<file path="src/rtl/eth_tx_pkg.sv">
package eth_tx_pkg;

    //////////////////////////////
    // Frame layout
    //////////////////////////////

    localparam int BYTE_W = 8;                      // Line and payload beat width

    localparam logic [BYTE_W-1:0] ETH_PREAMBLE = 8'h55; // Repeated PREAMBLE_LEN times
    localparam logic [BYTE_W-1:0] ETH_SFD      = 8'hD5; // Start frame delimiter
    localparam logic [BYTE_W-1:0] ETH_PAD      = 8'h00; // Fill byte up to the minimum size

    localparam int PREAMBLE_LEN    = 7;
    localparam int MIN_PAYLOAD_LEN = 60;            // Payload plus pad, FCS not included
    localparam int FCS_LEN         = 4;

    // Offsets of the high byte of each late inserted field, from the first payload byte
    localparam int IP_LEN_OFS   = 16;
    localparam int IP_CSUM_OFS  = 24;
    localparam int UDP_LEN_OFS  = 38;
    localparam int UDP_CSUM_OFS = 40;

    // Reflected Ethernet CRC-32
    localparam logic [31:0] CRC_INIT = 32'hFFFF_FFFF;
    localparam logic [31:0] CRC_POLY = 32'hEDB8_8320;

    //////////////////////////////
    // Inter-frame gap
    //////////////////////////////

    localparam int GAP_W = 11;                      // Holds the 1200 cycle gap at 10 Mb/s

    // Idle cycles per link speed code, entry 0 sits in the low word
    localparam logic [3:0][GAP_W-1:0] gap_table = {11'd12, 11'd12, 11'd120, 11'd1200};

    typedef logic [1:0] link_speed_t;               // 0 is 10M, 1 is 100M, 2 and 3 are 1G

    // One byte beat, last only carries meaning on the payload side
    typedef struct packed {
        logic [BYTE_W-1:0] data;
        logic              last;
        logic              valid;
    } byte_beat_t;

    // Values computed upstream while the payload streams in
    typedef struct packed {
        logic [15:0] ip_len;
        logic [15:0] ip_csum;
        logic [15:0] udp_len;
        logic [15:0] udp_csum;
    } hdr_word_t;

endpackage

</file>
<file path="src/rtl/eth_crc32.sv">
`timescale 1ns/1ns

module eth_crc32 (
    input  logic                          clk,
    input  logic                          reset_n,
    input  logic                          i_start,   // Reload the start value next edge
    input  logic                          i_update,  // Fold i_byte into the state
    input  logic [eth_tx_pkg::BYTE_W-1:0] i_byte,
    output logic [31:0]                   o_fcs      // Complemented state, LSB goes out first
);
    import eth_tx_pkg::*;

    logic [31:0] crc_q;                               // Running remainder

    // One byte of the bit serial LFSR, LSB of the data enters first
    function automatic logic [31:0] crc_byte_step(input logic [31:0] crc,
                                                  input logic [BYTE_W-1:0] data);
        logic [31:0] c;
        c = crc ^ {{(32 - BYTE_W){1'b0}}, data};
        for (int i = 0; i < BYTE_W; i++) begin
            c = {1'b0, c[31:1]} ^ (c[0] ? CRC_POLY : 32'h0); // Shift right, fold poly on carry
        end
        return c;
    endfunction

    always_ff @(posedge clk) begin
        if (reset_n || i_start) begin
            crc_q <= CRC_INIT;                        // Every frame starts from all ones
        end else if (i_update) begin
            crc_q <= crc_byte_step(crc_q, i_byte);
        end
    end

    // Final complement of the Ethernet FCS
    assign o_fcs = ~crc_q;

endmodule

</file>
<file path="src/rtl/eth_tx_mac.sv">
`timescale 1ns/1ns

module eth_tx_mac #(
    parameter int INSERT_HEADERS = 1                // Overwrite IP and UDP length and checksum
) (
    input  logic                    clk,
    input  logic                    reset_n,
    input  eth_tx_pkg::byte_beat_t  i_payload,
    output logic                    o_payload_ready,
    input  eth_tx_pkg::hdr_word_t   i_hdr,
    input  logic                    i_hdr_valid,
    output logic                    o_hdr_ready,
    input  eth_tx_pkg::link_speed_t i_link_speed,
    output eth_tx_pkg::byte_beat_t  o_line,
    input  logic                    i_line_ready
);
    import eth_tx_pkg::*;

    logic              hdr_take;
    logic              hdr_held;
    hdr_word_t         hdr_word;                    // Header word waiting for the next frame
    logic [GAP_W-1:0]  gap_len;
    logic [31:0]       fcs;
    logic              crc_start;
    logic              crc_update;
    logic [BYTE_W-1:0] crc_byte;

    // Header holding register and gap length lookup
    tx_hdr_config #(
        .INSERT_HEADERS (INSERT_HEADERS)
    ) u_hdr_config (
        .clk          (clk),
        .reset_n      (reset_n),
        .i_hdr        (i_hdr),
        .i_hdr_valid  (i_hdr_valid),
        .o_hdr_ready  (o_hdr_ready),
        .i_hdr_take   (hdr_take),
        .o_hdr_held   (hdr_held),
        .o_hdr        (hdr_word),
        .i_link_speed (i_link_speed),
        .o_gap_len    (gap_len)
    );

    tx_frame_fsm #(
        .INSERT_HEADERS (INSERT_HEADERS)
    ) u_frame_fsm (
        .clk             (clk),
        .reset_n         (reset_n),
        .i_payload       (i_payload),
        .o_payload_ready (o_payload_ready),
        .i_hdr_held      (hdr_held),
        .i_hdr           (hdr_word),
        .o_hdr_take      (hdr_take),
        .i_gap_len       (gap_len),
        .i_fcs           (fcs),
        .o_crc_start     (crc_start),
        .o_crc_update    (crc_update),
        .o_crc_byte      (crc_byte),
        .o_line          (o_line),
        .i_line_ready    (i_line_ready)
    );

    eth_crc32 u_crc32 (
        .clk      (clk),
        .reset_n  (reset_n),
        .i_start  (crc_start),
        .i_update (crc_update),
        .i_byte   (crc_byte),
        .o_fcs    (fcs)
    );

endmodule

</file>
<file path="src/rtl/tx_frame_fsm.sv">
`timescale 1ns/1ns

module tx_frame_fsm #(
    parameter int INSERT_HEADERS = 1
) (
    input  logic                          clk,
    input  logic                          reset_n,
    input  eth_tx_pkg::byte_beat_t        i_payload,
    output logic                          o_payload_ready,
    input  logic                          i_hdr_held,   // A header word is waiting
    input  eth_tx_pkg::hdr_word_t         i_hdr,
    output logic                          o_hdr_take,
    input  logic [eth_tx_pkg::GAP_W-1:0]  i_gap_len,
    input  logic [31:0]                   i_fcs,
    output logic                          o_crc_start,
    output logic                          o_crc_update,
    output logic [eth_tx_pkg::BYTE_W-1:0] o_crc_byte,
    output eth_tx_pkg::byte_beat_t        o_line,
    input  logic                          i_line_ready
);
    import eth_tx_pkg::*;

    localparam int CNT_W = $clog2(MIN_PAYLOAD_LEN + 1); // Counts to 60, saturates there

    typedef enum logic [2:0] {
        IDLE,
        PREAMBLE,                                   // Seven 0x55 bytes then the SFD
        PAYLOAD,
        PAD,
        FCS,
        GAP
    } state_t;

    state_t            state_q;
    logic [CNT_W-1:0]  cnt_q;                        // Preamble, payload and FCS byte index
    logic [GAP_W-1:0]  gap_q;                        // Idle cycles seen in GAP
    logic [BYTE_W-1:0] line_data_q;
    logic              line_valid_q;
    hdr_word_t         hdr_q;                        // Frame copy of the header word
    logic              adv;                          // Output register free or draining
    logic              start;
    logic              pay_hs;
    logic [BYTE_W-1:0] pay_byte;                     // Payload byte after substitution

    //////////////////////////////
    // Handshakes and strobes
    //////////////////////////////

    assign adv             = !line_valid_q || i_line_ready;
    assign start           = (state_q == IDLE) && i_payload.valid && i_hdr_held;
    assign o_payload_ready = (state_q == PAYLOAD) && adv;
    assign pay_hs          = o_payload_ready && i_payload.valid;

    assign o_hdr_take  = start;                      // Frees the config register for the next word
    assign o_crc_start = start;

    // CRC sees exactly what goes on the line between SFD and FCS
    assign o_crc_update = pay_hs || ((state_q == PAD) && adv);
    assign o_crc_byte   = (state_q == PAD) ? ETH_PAD : pay_byte;

    assign o_line = '{data: line_data_q, last: 1'b0, valid: line_valid_q};

    // Late header insertion, high byte first
    // The counter stops at 60 so bytes past the minimum frame never match
    always_comb begin
        pay_byte = i_payload.data;
        if (INSERT_HEADERS != 0) begin
            case (cnt_q)
                CNT_W'(IP_LEN_OFS):       pay_byte = hdr_q.ip_len[15:8];
                CNT_W'(IP_LEN_OFS + 1):   pay_byte = hdr_q.ip_len[7:0];
                CNT_W'(IP_CSUM_OFS):      pay_byte = hdr_q.ip_csum[15:8];
                CNT_W'(IP_CSUM_OFS + 1):  pay_byte = hdr_q.ip_csum[7:0];
                CNT_W'(UDP_LEN_OFS):      pay_byte = hdr_q.udp_len[15:8];
                CNT_W'(UDP_LEN_OFS + 1):  pay_byte = hdr_q.udp_len[7:0];
                CNT_W'(UDP_CSUM_OFS):     pay_byte = hdr_q.udp_csum[15:8];
                CNT_W'(UDP_CSUM_OFS + 1): pay_byte = hdr_q.udp_csum[7:0];
                default: ;
            endcase
        end
    end

    // Latched at start since the config block may accept the next word mid frame
    always_ff @(posedge clk) begin
        if (start) begin
            hdr_q <= i_hdr;
        end
    end

    //////////////////////////////
    // Framing state machine
    //////////////////////////////

    always_ff @(posedge clk) begin
        if (reset_n) begin
            state_q      <= IDLE;
            cnt_q        <= '0;
            gap_q        <= '0;
            line_valid_q <= 1'b0;
        end else if (state_q == GAP) begin
            // Gap runs on its own once the last FCS byte has left
            if (line_valid_q) begin
                if (i_line_ready) begin
                    line_valid_q <= 1'b0;
                end
            end else if (gap_q >= i_gap_len - 1'b1) begin
                state_q <= IDLE;
            end else begin
                gap_q <= gap_q + 1'b1;
            end
        end else if (adv) begin                     // Back-pressure freezes everything else
            case (state_q)
                IDLE: begin
                    if (start) begin
                        state_q <= PREAMBLE;
                        cnt_q   <= '0;
                    end
                end
                PREAMBLE: begin
                    line_valid_q <= 1'b1;
                    if (cnt_q == CNT_W'(PREAMBLE_LEN)) begin
                        line_data_q <= ETH_SFD;     // Eighth beat closes the preamble
                        cnt_q       <= '0;
                        state_q     <= PAYLOAD;
                    end else begin
                        line_data_q <= ETH_PREAMBLE;
                        cnt_q       <= cnt_q + 1'b1;
                    end
                end
                PAYLOAD: begin
                    line_valid_q <= i_payload.valid; // A bubble on input is a bubble on line
                    if (i_payload.valid) begin
                        line_data_q <= pay_byte;
                        if (i_payload.last) begin
                            if (cnt_q >= CNT_W'(MIN_PAYLOAD_LEN - 1)) begin
                                state_q <= FCS;     // Long enough, no padding
                                cnt_q   <= '0;
                            end else begin
                                state_q <= PAD;
                                cnt_q   <= cnt_q + 1'b1;
                            end
                        end else if (cnt_q < CNT_W'(MIN_PAYLOAD_LEN)) begin
                            cnt_q <= cnt_q + 1'b1;
                        end
                    end
                end
                PAD: begin
                    line_valid_q <= 1'b1;
                    line_data_q  <= ETH_PAD;
                    if (cnt_q == CNT_W'(MIN_PAYLOAD_LEN - 1)) begin
                        state_q <= FCS;
                        cnt_q   <= '0;
                    end else begin
                        cnt_q <= cnt_q + 1'b1;
                    end
                end
                FCS: begin
                    // CRC stopped updating on the last data beat, so i_fcs is final
                    line_valid_q <= 1'b1;
                    line_data_q  <= i_fcs[cnt_q[1:0]*BYTE_W +: BYTE_W];
                    if (cnt_q == CNT_W'(FCS_LEN - 1)) begin
                        state_q <= GAP;
                        cnt_q   <= '0;
                        gap_q   <= '0;
                    end else begin
                        cnt_q <= cnt_q + 1'b1;
                    end
                end
                default: begin
                    state_q <= IDLE;
                end
            endcase
        end
    end

endmodule

</file>
<file path="src/rtl/tx_hdr_config.sv">
`timescale 1ns/1ns

module tx_hdr_config #(
    parameter int INSERT_HEADERS = 1
) (
    input  logic                         clk,
    input  logic                         reset_n,
    input  eth_tx_pkg::hdr_word_t        i_hdr,
    input  logic                         i_hdr_valid,
    output logic                         o_hdr_ready,
    input  logic                         i_hdr_take,    // Framer starts a frame with this word
    output logic                         o_hdr_held,
    output eth_tx_pkg::hdr_word_t        o_hdr,
    input  eth_tx_pkg::link_speed_t      i_link_speed,
    output logic [eth_tx_pkg::GAP_W-1:0] o_gap_len
);
    import eth_tx_pkg::*;

    logic             full_q;                       // Holding register owns a word
    logic             ready_q;                      // Registered copy of the empty state
    logic             full_next;
    logic             hdr_hs;                       // Header transfer on this edge
    hdr_word_t        hdr_q;
    logic [GAP_W-1:0] gap_q;

    assign hdr_hs = i_hdr_valid && ready_q;

    // The take strobe only comes while full, so it never meets a transfer
    always_comb begin
        full_next = full_q;
        if (i_hdr_take) begin
            full_next = 1'b0;                       // Framer copied the word at frame start
        end
        if (hdr_hs && INSERT_HEADERS != 0) begin
            full_next = 1'b1;
        end
    end

    always_ff @(posedge clk) begin
        if (reset_n) begin
            full_q  <= 1'b0;
            ready_q <= 1'b0;                        // Rises on the first edge out of reset
            gap_q   <= gap_table[0];                // Longest gap until the speed is sampled
        end else begin
            full_q  <= full_next;
            ready_q <= !full_next;
            gap_q   <= gap_table[i_link_speed];     // Follows a speed change one cycle later
        end
    end

    // Payload register, only written by a transfer
    always_ff @(posedge clk) begin
        if (hdr_hs && INSERT_HEADERS != 0) begin
            hdr_q <= i_hdr;
        end
    end

    assign o_hdr_ready = ready_q;
    assign o_hdr_held  = (INSERT_HEADERS != 0) ? full_q : 1'b1; // Without insertion never wait
    assign o_hdr       = (INSERT_HEADERS != 0) ? hdr_q : '0;
    assign o_gap_len   = gap_q;

endmodule

</file>
<file path="config.mk">
export PLATFORM = sky130hd
export DESIGN_NAME = eth_tx_mac
export DESIGN_NICKNAME = d
export VERILOG_FILES = /design/src/rtl/eth_tx_pkg.sv /design/src/rtl/eth_crc32.sv /design/src/rtl/eth_tx_mac.sv /design/src/rtl/tx_frame_fsm.sv /design/src/rtl/tx_hdr_config.sv
export SDC_FILE = /design/constraint.sdc
export NUM_CORES = 1
export LEC_CHECK = 0
export BUFFER_PORTS_ARGS = -buffer_cell sky130_fd_sc_hd__clkbuf_2
export CAP_MARGIN = 20
export CORE_ASPECT_RATIO = 1.4
export CORE_MARGIN = 1
export CORE_UTILIZATION = 53
export CTS_BUF_LIST = sky130_fd_sc_hd__clkbuf_16
export DETAILED_ROUTE_END_ITERATION = 12
export GPL_TIMING_DRIVEN = 0
export PLACE_DENSITY = 0.8
export SLEW_MARGIN = 5
export SYNTH_ARGS = -nofsm -noshare
export SYNTH_HDL_FRONTEND = slang
export SYNTH_SLANG_ARGS = --single-unit
</file>
<file path="constraint.sdc">
create_clock -name clk -period 3.3 [get_ports clk]
set_input_delay 0.495 -clock clk [delete_from_list [all_inputs] [get_ports clk]]
set_output_delay 0.495 -clock clk [all_outputs]
set_load 0.03 [all_outputs]
</file>
Word-level counts from Yosys, hierarchy flattened. Index checks and enable logic that the tools add are counted. Widths: inputs -> output; s select.

Word-level logic and storage cells: 138. Bits of input ports: 80. Output and inout port bits: 12. Bits in registers: 202.

Shifts and indexed selects: 1. Equal/unequal tests: 28. Multiplexer cells: 49. $add $sub $neg: 3. Bitwise operators: 12. Reductions and logical operators: 24. Magnitude comparators: 4.

Operators with widths (number): $mux 32 (8); $xor 31x32->32 (8); $mux 11 (7); $pmux 8 s8 (1); $mux 6 (8); $mux 3 (11); $not 32->32 (1); $pmux 8 s4 (1); $shiftx 32x6->8 (1); $xor 32x8->32 (1); $eq 6x6->1 const B (5); $pmux 6 s5 (1); $eq 6x5->1 const B (4); $mux 8 (3); $bmux 11 s2 (1); $pmux 3 s5 (1); $ne 3x3->1 const B (4); $add 11x1->11 const B (1); $ge 11x11->1 (1); $sub 11x1->11 const B (1); $reduce_and 5->1 (2); $reduce_and 9->1 (1); $ne 2x2->1 const B (4); $add 6x1->6 const B (1); other kinds (25) (44).

Longest topological paths before layout. Gate-level depths: netlist of the first run.

Depth in word-level cells: 20. Gate-level depth with buffers: 15.

Cells and area by module. A second synthesis of the first run with hierarchy kept.

Cells, all modules: 752. Area total of the unflattened synthesis: 9067.4 sq um.

By module, submodules not included: tx_frame_fsm (sequential area each 2582.5 sq um, cells each 447, times used 1, area an instance 4907.2 sq um); tx_hdr_config (sequential area each 2062.0 sq um, cells each 89, times used 1, area an instance 2175.8 sq um); eth_crc32 (sequential area each 640.6 sq um, cells each 216, times used 1, area an instance 1984.4 sq um).

Least setup slack after synthesis of the first run. OpenSTA, ideal clock, no wires.

Kind: register -> register. Start: reg u_frame_fsm.cnt_q[0]. End: reg u_crc32.crc_q[19]. Clock period less this slack: 3.443 ns. Arrival time: 3.315 ns. Slack: -0.143 ns. Library setup time: 0.128 ns. Stages on the path, launching flop included: 15. Path through: dfxtp_1 > buf_1 > inv_1 > ha_1 > or3b_1 > buf_2 > o22ai_1 > a221oi_1 > nand3_2 > o211ai_2 > xor2_4 > xnor3_2 > xnor2_2 > xnor2_1 > o21ai_1.

Longest elaborated chain between the ends: 14. Elaborated cells between the ends (all ways): 26. Those cells by class: 8 x eq/ne; 9 x mux; 9 x bitwise.

RTL lines: start, declared (line tx_frame_fsm.sv:35) `logic [CNT_W-1:0] cnt_q;`; start signal, assigned (line tx_frame_fsm.sv:126) `cnt_q <= cnt_q + 1'b1;`; start signal, assigned (line tx_frame_fsm.sv:139) `cnt_q <= cnt_q + 1'b1;`; start signal, assigned (line tx_frame_fsm.sv:142) `cnt_q <= cnt_q + 1'b1;`; $eq 6x6->1 or $eq 6x5->1 (tied branches) (line tx_frame_fsm.sv:68) `case (cnt_q)`; $pmux 8 s8 (*) (line tx_frame_fsm.sv:68); $mux 8 (*) (line tx_frame_fsm.sv:59) `assign o_crc_byte = (state_q == PAD) ? ETH_PAD : pay_byte;`; $xor 32x8->32 (*) (line eth_crc32.sv:19) `c = crc ^ {{(32 - BYTE_W){1'b0}}, data};`; $mux 32 or $xor 31x32->32 (tied branches) (line eth_crc32.sv:21) `c = {1'b0, c[31:1]} ^ (c[0] ? CRC_POLY : 32'h0);`; $xor 31x32->32 (*) (6 in series) (line eth_crc32.sv:21); $mux 32 or $xor 31x32->32 (tied branches) (line eth_crc32.sv:21); $xor 31x32->32 (*) (2 in series) (line eth_crc32.sv:21); end signal, assigned (line eth_crc32.sv:30) `crc_q <= crc_byte_step(crc_q, i_byte);`; end, declared (line eth_crc32.sv:13) `logic [31:0] crc_q;`.

Every way passes the cells marked *; elsewhere a longest branch is shown, timed or not. A chain may end at the register's enable or synchronous reset.

Worst setup path after layout of the first run.
Start: reg u_frame_fsm.cnt_q[1]. End: reg u_crc32.crc_q[4].

Longest elaborated chain between the ends: 14. Elaborated cells between the ends (all ways): 23. Those cells by class: 8 x eq/ne; 6 x mux; 9 x bitwise.

RTL lines (line): $eq 6x6->1 or $eq 6x5->1 (tied branches) (tx_frame_fsm.sv:68); $pmux 8 s8 (*) (tx_frame_fsm.sv:68); $mux 8 (*) (tx_frame_fsm.sv:59); $xor 32x8->32 (*) (eth_crc32.sv:19); $mux 32 (eth_crc32.sv:21); $xor 31x32->32 (*) (6 in series) (eth_crc32.sv:21); $mux 32 (eth_crc32.sv:21); $xor 31x32->32 (*) (2 in series) (eth_crc32.sv:21).

Marks and branches as above.

==> results of run 1 <==
-- worst min-delay path by stage --
stage	cells after the start	slack (ps)	end	start
finish	1	220	u_hdr_config.o_hdr[14]$_DFFE_PP_	i_hdr[14]
floorplan	0	400	u_frame_fsm.hdr_q[0]$_DFFE_PP_	u_hdr_config.o_hdr[0]$_DFFE_PP_
global placement	0	400	u_frame_fsm.hdr_q[16]$_DFFE_PP_	u_hdr_config.o_hdr[16]$_DFFE_PP_
global route	1	210	u_hdr_config.o_hdr[34]$_DFFE_PP_	i_hdr[34]
CTS	1	220	u_hdr_config.o_hdr[52]$_DFFE_PP_	i_hdr[52]
detailed placement	0	400	u_frame_fsm.hdr_q[19]$_DFFE_PP_	u_hdr_config.o_hdr[19]$_DFFE_PP_
-- cell families (layout without fill, tap and decap cells) --
| family | after synthesis | count (layout) | synth area share [%] |
|---|---|---|---|
| xor gates and xnor gates | 85 | 85 | 10.9 |
| other | 1 | 1 | 0.0426 |
| AOI/OAI and AO/OA | 136 | 136 | 10.9 |
| and+or+nand+nor | 184 | 184 | 10.9 |
| buffers and inverters | 49 | 226 | 2.42 |
| adders and majority gates | 16 | 16 | 2.27 |
| muxes | 12 | 12 | 2.53 |
| DFF | 196 | 196 | 60.0 |
-- cell type report --
class | count | share of cell area [%]
inverter | 14 | 0.543
timing repair buffer | 145 | 8.49
buffer | 35 | 2.03
tap | 199 | 2.25
clock buffer | 17 | 3.85
multi-input combinational | 434 | 33.3
sequential | 196 | 47.9
clock inverter | 15 | 1.63
-- state kept, by name, summed over array words and instances (netlist names), 3 cells and up --
register and cells:
u_frame_fsm.hdr_q 64, u_hdr_config.o_hdr 64, u_crc32.crc_q 32, u_frame_fsm.line_data_q 8, u_hdr_config.o_gap_len 5, u_frame_fsm.gap_q 11, u_frame_fsm.cnt_q 6, u_frame_fsm.state_q 3
-- power by group --
| part | internal, W | total (W) | switching (W) |
|---|---|---|---|
| Combinational | 0.00133 | 0.00279 | 0.00146 |
| Clock | 0.00103 | 0.00206 | 0.00104 |
| Sequential | 0.00287 | 0.00305 | 0.000177 |
| Total | 0.00523 | 0.00790 | 0.00267 |
-- cell usage in the layout (no fill, tap or decap), types with 10 or more instances in the layout --
cell type,Yosys,final
edfxtp_1,136,136
clkbuf_2,0,90
dfxtp_1,60,58
nor2_1,48,47
buf_4,3,47
nand2_1,42,42
xor2_1,33,31
a21oi_1,29,29
xnor2_1,37,27
o211ai_1,24,24
clkbuf_1,20,19
clkbuf_16,0,18
nand3_1,19,16
nand4_1,13,13
ha_1,16,13
nor3_1,12,12
o21ai_0,11,11
inv_1,12,10
-- metal layers --
metal	vias up	track usage, %
li1	2854	-
met2	357	40.9
met1	2976	25.7
met3	77	5.33
met5	-	0
met4	0	12.3
-- worst max-delay path: stages (launching register included) --
cell       delay, ps
dfxtp_4          350
clkbuf_16        150
inv_8             50
ha_4             120
buf_6             90
or3b_1           360
buf_6            160
nor2_4           100
buf_12           140
buf_6            100
a22oi_2           70
nand4_1          180
o211ai_2         190
xor2_4           250
buf_12           170
xnor2_4          200
xor2_1           220
xnor2_1          150
o211ai_1         110
-- metrics by stage --
stage               total power (W)  std cells  area [um2]  setup slack (ps)  hold WS, ps
detailed placement          0.00510        968        9510              -784          405
floorplan                   0.00467        679        8810              50.0          400
CTS                         0.00757       1039       10700             -21.2          217
global placement            0.00506        968        9510              -704          403
global route                0.00818       1055       11100              -128          209
finish                      0.00790       1055       11100             -30.7          219
-- timing repair --
action	in CTS	in global routing
setup buffers	39	16
resized for setup	49	32
pin swaps	26	27
endpoints found under the setup margin	32	26
hold endpoints to repair	0	0
==> run summary, run 1 <==
The proportion of register bits with asynchronous set or reset after synthesis came out at 0%. The logs give 3590 ps for the required time at the worst-slack endpoint and 4.06 nW for the leakage power total. The post-route netlist has 32.4% of its cells at a drive strength greater than 1. Across the run, the number of max-cap violations was 0. Counting along the longest clock path gives a buffer depth of 2. The initial antenna violation count is 0. The quantity of hold-fixing buffers added after cts is 0. In the post-synthesis netlist, the cell with the most instances is edfxtp_1. The number of warning messages in the yosys log was 0. The horizontal die dimension was 111 um.

The tools report the area of combinational cells with multiple inputs as 3680 um2. Once layout is complete, the utilization of the core stands at 68.0%. The actual slew at the worst max-slew pin was 925 ps; the filler cell count in the final layout was 1,083. In this run the tightest slew margin relative to its limit is 37.8%. TritonCTS built the clock tree. The clock transition at the registers of the reported paths was 80 ps; the synthesized netlist cell count was 679. The floorplan step defined a core boundary enclosing 16,200 um2. At the end of routability-driven placement, the weighted congestion stood at 0.898. The met1 wire length came out at 7440 um. For the vias after detailed routing, the log shows 6,264.

Buffers inserted during clock tree synthesis total 17. VDD sags by at most 534 uV. The final worst slack is -30.7 ps, and the number of flops mapped to enable cells by yosys is 136. During placement, the flow inserted port buffers numbering 90. The run gives 60.0% as the post-synthesis sequential area ratio.

The checks that failed: design-rule violations, negative setup slack. The area growth from synthesis to layout is 25.5%. The first detailed-routing pass ran for 9 iterations. Total power per unit cell area: 715 nW/um2. The critical path is of the reg -> reg type. For the total inserted antenna cells, the log shows 0. In the post-synthesis netlist, the biggest area contributors are edfxtp_1 (46%), dfxtp_1 (14%), xnor2_1 (3.7%). For the count of pins over their slew limit, the log shows 0. The clock net in this run drives a total of 196 sinks. After synthesis, the most frequently instantiated cells are edfxtp_1 (136), dfxtp_1 (60), nor2_1 (48).

The logs give 5290 um2 for the flip-flop and latch area and 8810 um2 for the netlist area before placement. Tracing the worst setup path back leads to its startpoint at u_frame_fsm.cnt_q[1]$_SDFFE_PP0P_. Entering global routing, the biggest net connects 67 pins.

The type of the most critical hold path is in -> reg. Detailed route wirelength on metal2: 10,400 um. The critical path ends at u_crc32.crc_q[4]$_SDFFE_PP1P_. Setup violations remaining at the end of the flow were counted as 2. The number of global-route vias before repair is 5,916, and the starting utilization of the core area is 54.2%. The run gives 8 as the number of remaining DRC errors. The worst setup path is captured at a flop.

The final layout contains 939 nets. Total negative slack: -55.0 ps. In this run the worst path has a maximum fanout of 7. The total nets after synthesis was 775; the maximum achievable frequency was 300 MHz.

The run gives 0 as the count of endpoints failing hold in the final timing report. The highest metal layer used by the detailed router was met4. Via-per-instance ratio: 5.94.

The number of DRC violations after detailed-routing iteration 0 was 535. Number of rows created at floorplan: 55. The clock root buffer was clkbuf_16. Setup repair after global routing could not meet its margin everywhere.

In this run the critical register-to-register path is launched from u_frame_fsm.cnt_q[1]$_SDFFE_PP0P_. In the synthesized netlist the dominant register cell turns out to be edfxtp_1. The setup slack of the worst register-to-register path was -30 ps.

The run gives 4 as the number of H-tree levels. In this run the biggest area consumer among cell types represents 46.4% of the synthesized area. The detail route stage leaves a number of antenna-violating nets equal to 0. The run gives 29,900 um as the wire length of the first global-routing pass. For the worst flop-to-flop path, the logic depth is 18. For the final database, setup skew stands at 9.68 ps. Subtracting the final worst setup slack from the clock period gives 3330 ps.

The run finished, with violations left. For the total half-perimeter wirelength after legalization and detailed placement, the log shows 12,600 um. STA puts the critical path data arrival time at 3620 ps.

The share of the clock period used by the worst path was 101%; the clock insertion delay at the later pin of the skew report was 450 ps. The largest area contributor in the synthesized netlist was edfxtp_1. After synthesis the netlist holds a flip-flop and latch count of 196. In the final routed layout, each cell accounts on average for 19.3 um. The average size of a mapped cell is 13.0 um2. The overall die height is 155 um, and the wire length reported by the detailed router is 20,400 um.

The overall overflow remaining after global route is 0, and the sum of met3 wire segment lengths after detailed routing is 1450 um. Total die area: 17,100 um2. The tools report the distinct cell type count of the synthesized netlist as 67. In this run the critical register-to-register path is captured at u_crc32.crc_q[4]$_SDFFE_PP1P_. 92 I/O pins were placed. The tools report the startpoint type of the worst setup path as a flop. The global-route usage over all layers came out at 23.0%.
No activity file was read; power rests on OpenSTA's default activity.
==> run 2: changes to the inputs <==
==> constraint.sdc (replaced) <==
create_clock -name clk -period 2.8 [get_ports clk]
set_input_delay 0.42 -clock clk [delete_from_list [all_inputs] [get_ports clk]]
set_output_delay 0.42 -clock clk [all_outputs]
set_load 0.03 [all_outputs]
==> run 2 against run 1 <==
- the run still ends with design-rule violations, negative setup slack left
- die area did not move
- flip-flop and latch count unchanged
- clock skew rose by 8.7 ps
- via count grew 1.1%
- critical path depth fell by 3
- setup slack lost 480 ps
- final cell count rose by 0.76%
- register-to-register slack worse by 480 ps
- core utilization increased by 2.6 points
==> run summary, run 2 (synthesis results as in run 1) <==
For hold timing, the worst endpoint is u_hdr_config.o_hdr[49]$_DFFE_PP_. For the total clock buffers created by CTS, the log shows 17. Startpoint type of the worst setup path: a flop. The actual slew at the worst max-slew pin works out to 851 ps. CTS built an H-tree with a depth of 4. The floorplan has 55 rows. Headroom to the max-slew limit came out at 43.3%.

Detailed routing inserted a total of 6,331 vias. Static timing analysis puts the maximum clock frequency at 302 MHz. After detailed placement, the total cell area comes to 9610 um2. Dividing total power by cell area gives a power density of 881 nW/um2.

The logs give 6,213 for the number of global-route vias before repair and 33 for the number of setup violations in the final report. The worst setup path is of the reg -> reg kind. Counting along the longest clock path gives a buffer depth of 2. The worst register-to-register path ends at u_crc32.crc_q[22]$_SDFFE_PP1P_. The tools report the worst setup skew after layout as 18.3 ps.

The worst register-to-register path has a setup slack of -510 ps. STA classifies the critical path endpoint as a flop. For the total die area, the log shows 17,100 um2. The tools report the maximum number of pins on one net before global-route repair as 67. The tools report the count of TritonRoute iterations in the first routing pass as 9. Total half-perimeter wirelength after legalization and detailed placement: 12,800 um. For the part of the power in the clock network, the log shows 26.4%. The global-route usage over all layers was 25.2%; the switching power of the nets was 0.00335 W. TritonCTS built the clock tree. The number of remaining DRC errors is 6, and the overall overflow remaining after global route is 0.

The run gives 947 as the final layout net count. Fraction of layout cells with a size suffix above 1: 36.6%. For the power consumption, the log shows 0.0101 W. The share of total power consumed by net switching works out to 33.1%. Setup repair after global routing could not meet its margin everywhere.

Leaving out fill and tap cells, the most frequent cells in the layout are edfxtp_1 (136), clkbuf_2 (90), dfxtp_1 (58). The startpoint identified for the worst register-to-register timing path is u_frame_fsm.cnt_q[1]$_SDFFE_PP0P_. The most common cell after layout, fill and taps aside was edfxtp_1. Internal power comes to 0.00676 W. The clock net in this run drives a total of 196 sinks. The layout-stage area growth over the synthesis result came out at 30.3%. The final reports fail on design-rule violations, negative setup slack.

The largest fanout of any net on the critical path came out at 7. The initial antenna violation count was 0. The worst hold path startpoint is i_hdr[49].

The tool flagged a number of max-cap violations equal to 0. After routing the design area is 11,500 um2. The overall die height works out to 155 um. Counting cells, the worst reg-to-reg path comes to 15. The clock insertion delay at the later pin of the skew report came out at 450 ps. The shortest clock period the worst path allows after layout is 3310 ps.

The run finished, with violations left. The area inside the core boundary is 16,200 um2, and the starting utilization of the core area is 54.2%. The final worst slack was -511 ps; the worst hold path cell count was 1. Dividing the final minimum period by the clock period gives 118%. The run gives 3610 ps as the arrival time at the worst endpoint. Across the VDD grid, the largest voltage drop is 670 uV. The run gives 1,025 as the filler cell count in the final layout. STA puts the critical path data required time at 3100 ps. The clock transition at the registers of the reported paths came out at 80 ps.

The die is 111 um wide. The type of the most critical hold path was in -> reg. In the routed layout, each cell is associated on average with a via count of 5.96.

The part of the total power dissipated in sequential elements is 35.7%. In this run the remaining antenna-violating nets after routing total 0. The wire length of the first global-routing pass was 32,400 um; the count of pins over their slew limit was 0. The logs give 532 for the number of DRC violations after detailed-routing iteration 0 and 4.22 nW for the leakage power total.

Summed over all layers, the routed wires come to 22,000 um. The total inserted antenna cells is 0. The last weighted congestion value of the routability-driven placer was 0.890; the count of endpoints failing hold in the final timing report was 0.

The count of port buffers added during placement came out at 90. The number of top-level design ports came out at 92. The routed length per instance was 20.7 um; the fraction of power consumed by combinational cells was 37.9%. The tools report the clock root buffer as clkbuf_16.
==> run 2: cell types whose count changed in the layout (fill, tap and decap cells not counted), moves of 4 or more <==
cell,delta
xor2_1,-5
xnor2_1,-6
buf_6,+6
xor2_2,+4
==> run 2: worst max path at each step <==
stage	from	end	slack (ps)	cells past startpoint
6_report	u_frame_fsm.cnt_q[1]$_SDFFE_PP0P_	u_crc32.crc_q[22]$_SDFFE_PP1P_	-510	15
5_1_grt	u_frame_fsm.cnt_q[1]$_SDFFE_PP0P_	u_crc32.crc_q[19]$_SDFFE_PP1P_	-600	15
4_1_cts	u_frame_fsm.cnt_q[1]$_SDFFE_PP0P_	u_crc32.crc_q[20]$_SDFFE_PP1P_	-420	15
2_1_floorplan	u_frame_fsm.cnt_q[0]$_SDFFE_PP0P_	u_crc32.crc_q[19]$_SDFFE_PP1P_	-260	14
3_5_place_dp	u_frame_fsm.cnt_q[1]$_SDFFE_PP0P_	u_crc32.crc_q[19]$_SDFFE_PP1P_	-820	15
3_3_place_gp	u_frame_fsm.cnt_q[0]$_SDFFE_PP0P_	u_crc32.crc_q[19]$_SDFFE_PP1P_	-780	12
==> run 2: through the flow <==
step | std cells | setup TNS (ps) | hold slack, ps | util [%] | setup WS [ps]
after global routing | 1063 | -15010 | 130 | 70.6 | -605
after floorplan | 679 | -1330 | 400 | - | -257
after global placement | 968 | -27410 | 404 | 59.2 | -777
after detailed placement | 968 | -18230 | 405 | 59.2 | -824
final | 1063 | -11670 | 146 | 70.6 | -511
after CTS | 1045 | -9140 | 138 | 68.3 | -424
==> run 2: layer usage <==
layer / part of all wire (%) / routed length [um] / global-route usage, %
met1: 36 / 7990 / 26.9
met2: 52 / 11500 / 46.3
met3: 6.4 / 1420 / 5.60
met4: 4.9 / 1070 / 13.3
met5: 0 / 0 / 0
==> run 2: area by class of cell <==
cell class / count / area (um2) / area share (%)
Timing Repair Buffer: 155 / 1100 / 9.56
Multi-Input combinational cell: 435 / 3910 / 34.1
Buffer: 32 / 194 / 1.69
Inverter: 14 / 67.6 / 0.589
Clock buffer: 17 / 425 / 3.71
Clock inverter: 15 / 239 / 2.08
Sequential cell: 196 / 5290 / 46.1
Tap cell: 199 / 249 / 2.17
==> run 2: worst max-delay path, cell delays in order (launching register included) <==
cell and delay [ps]:
dfxtp_4 390, clkbuf_16 150, clkinv_8 50, ha_4 170, or3b_4 330, nor2_4 80, buf_4 160, a221oi_2 290
nand3_2 190, o211ai_4 160, xor2_4 180, buf_12 150, xnor3_2 470, buf_4 170, xnor2_2 130, o211ai_1 90
==> run 2: timing repair <==
action                                  CTS  global route
endpoints found under the setup margin   44            44
gates resized for setup                  62            44
setup buffers                            48            16
pin swaps                                45            40
gates cloned                              1             1
hold buffers                              0             0
hold endpoints to repair                  0             0
==> run 2: power groups by stage <==
| stage | clock [W] | combinational [W] | sequential (W) |
|---|---|---|---|
| global route | 0.00280 | 0.00403 | 0.00362 |
| floorplan | 0 | 0.00198 | 0.00362 |
| global placement | 0 | 0.00245 | 0.00363 |
| CTS | 0.00268 | 0.00346 | 0.00358 |
| finish | 0.00267 | 0.00383 | 0.00361 |
| detailed placement | 0 | 0.00250 | 0.00364 |
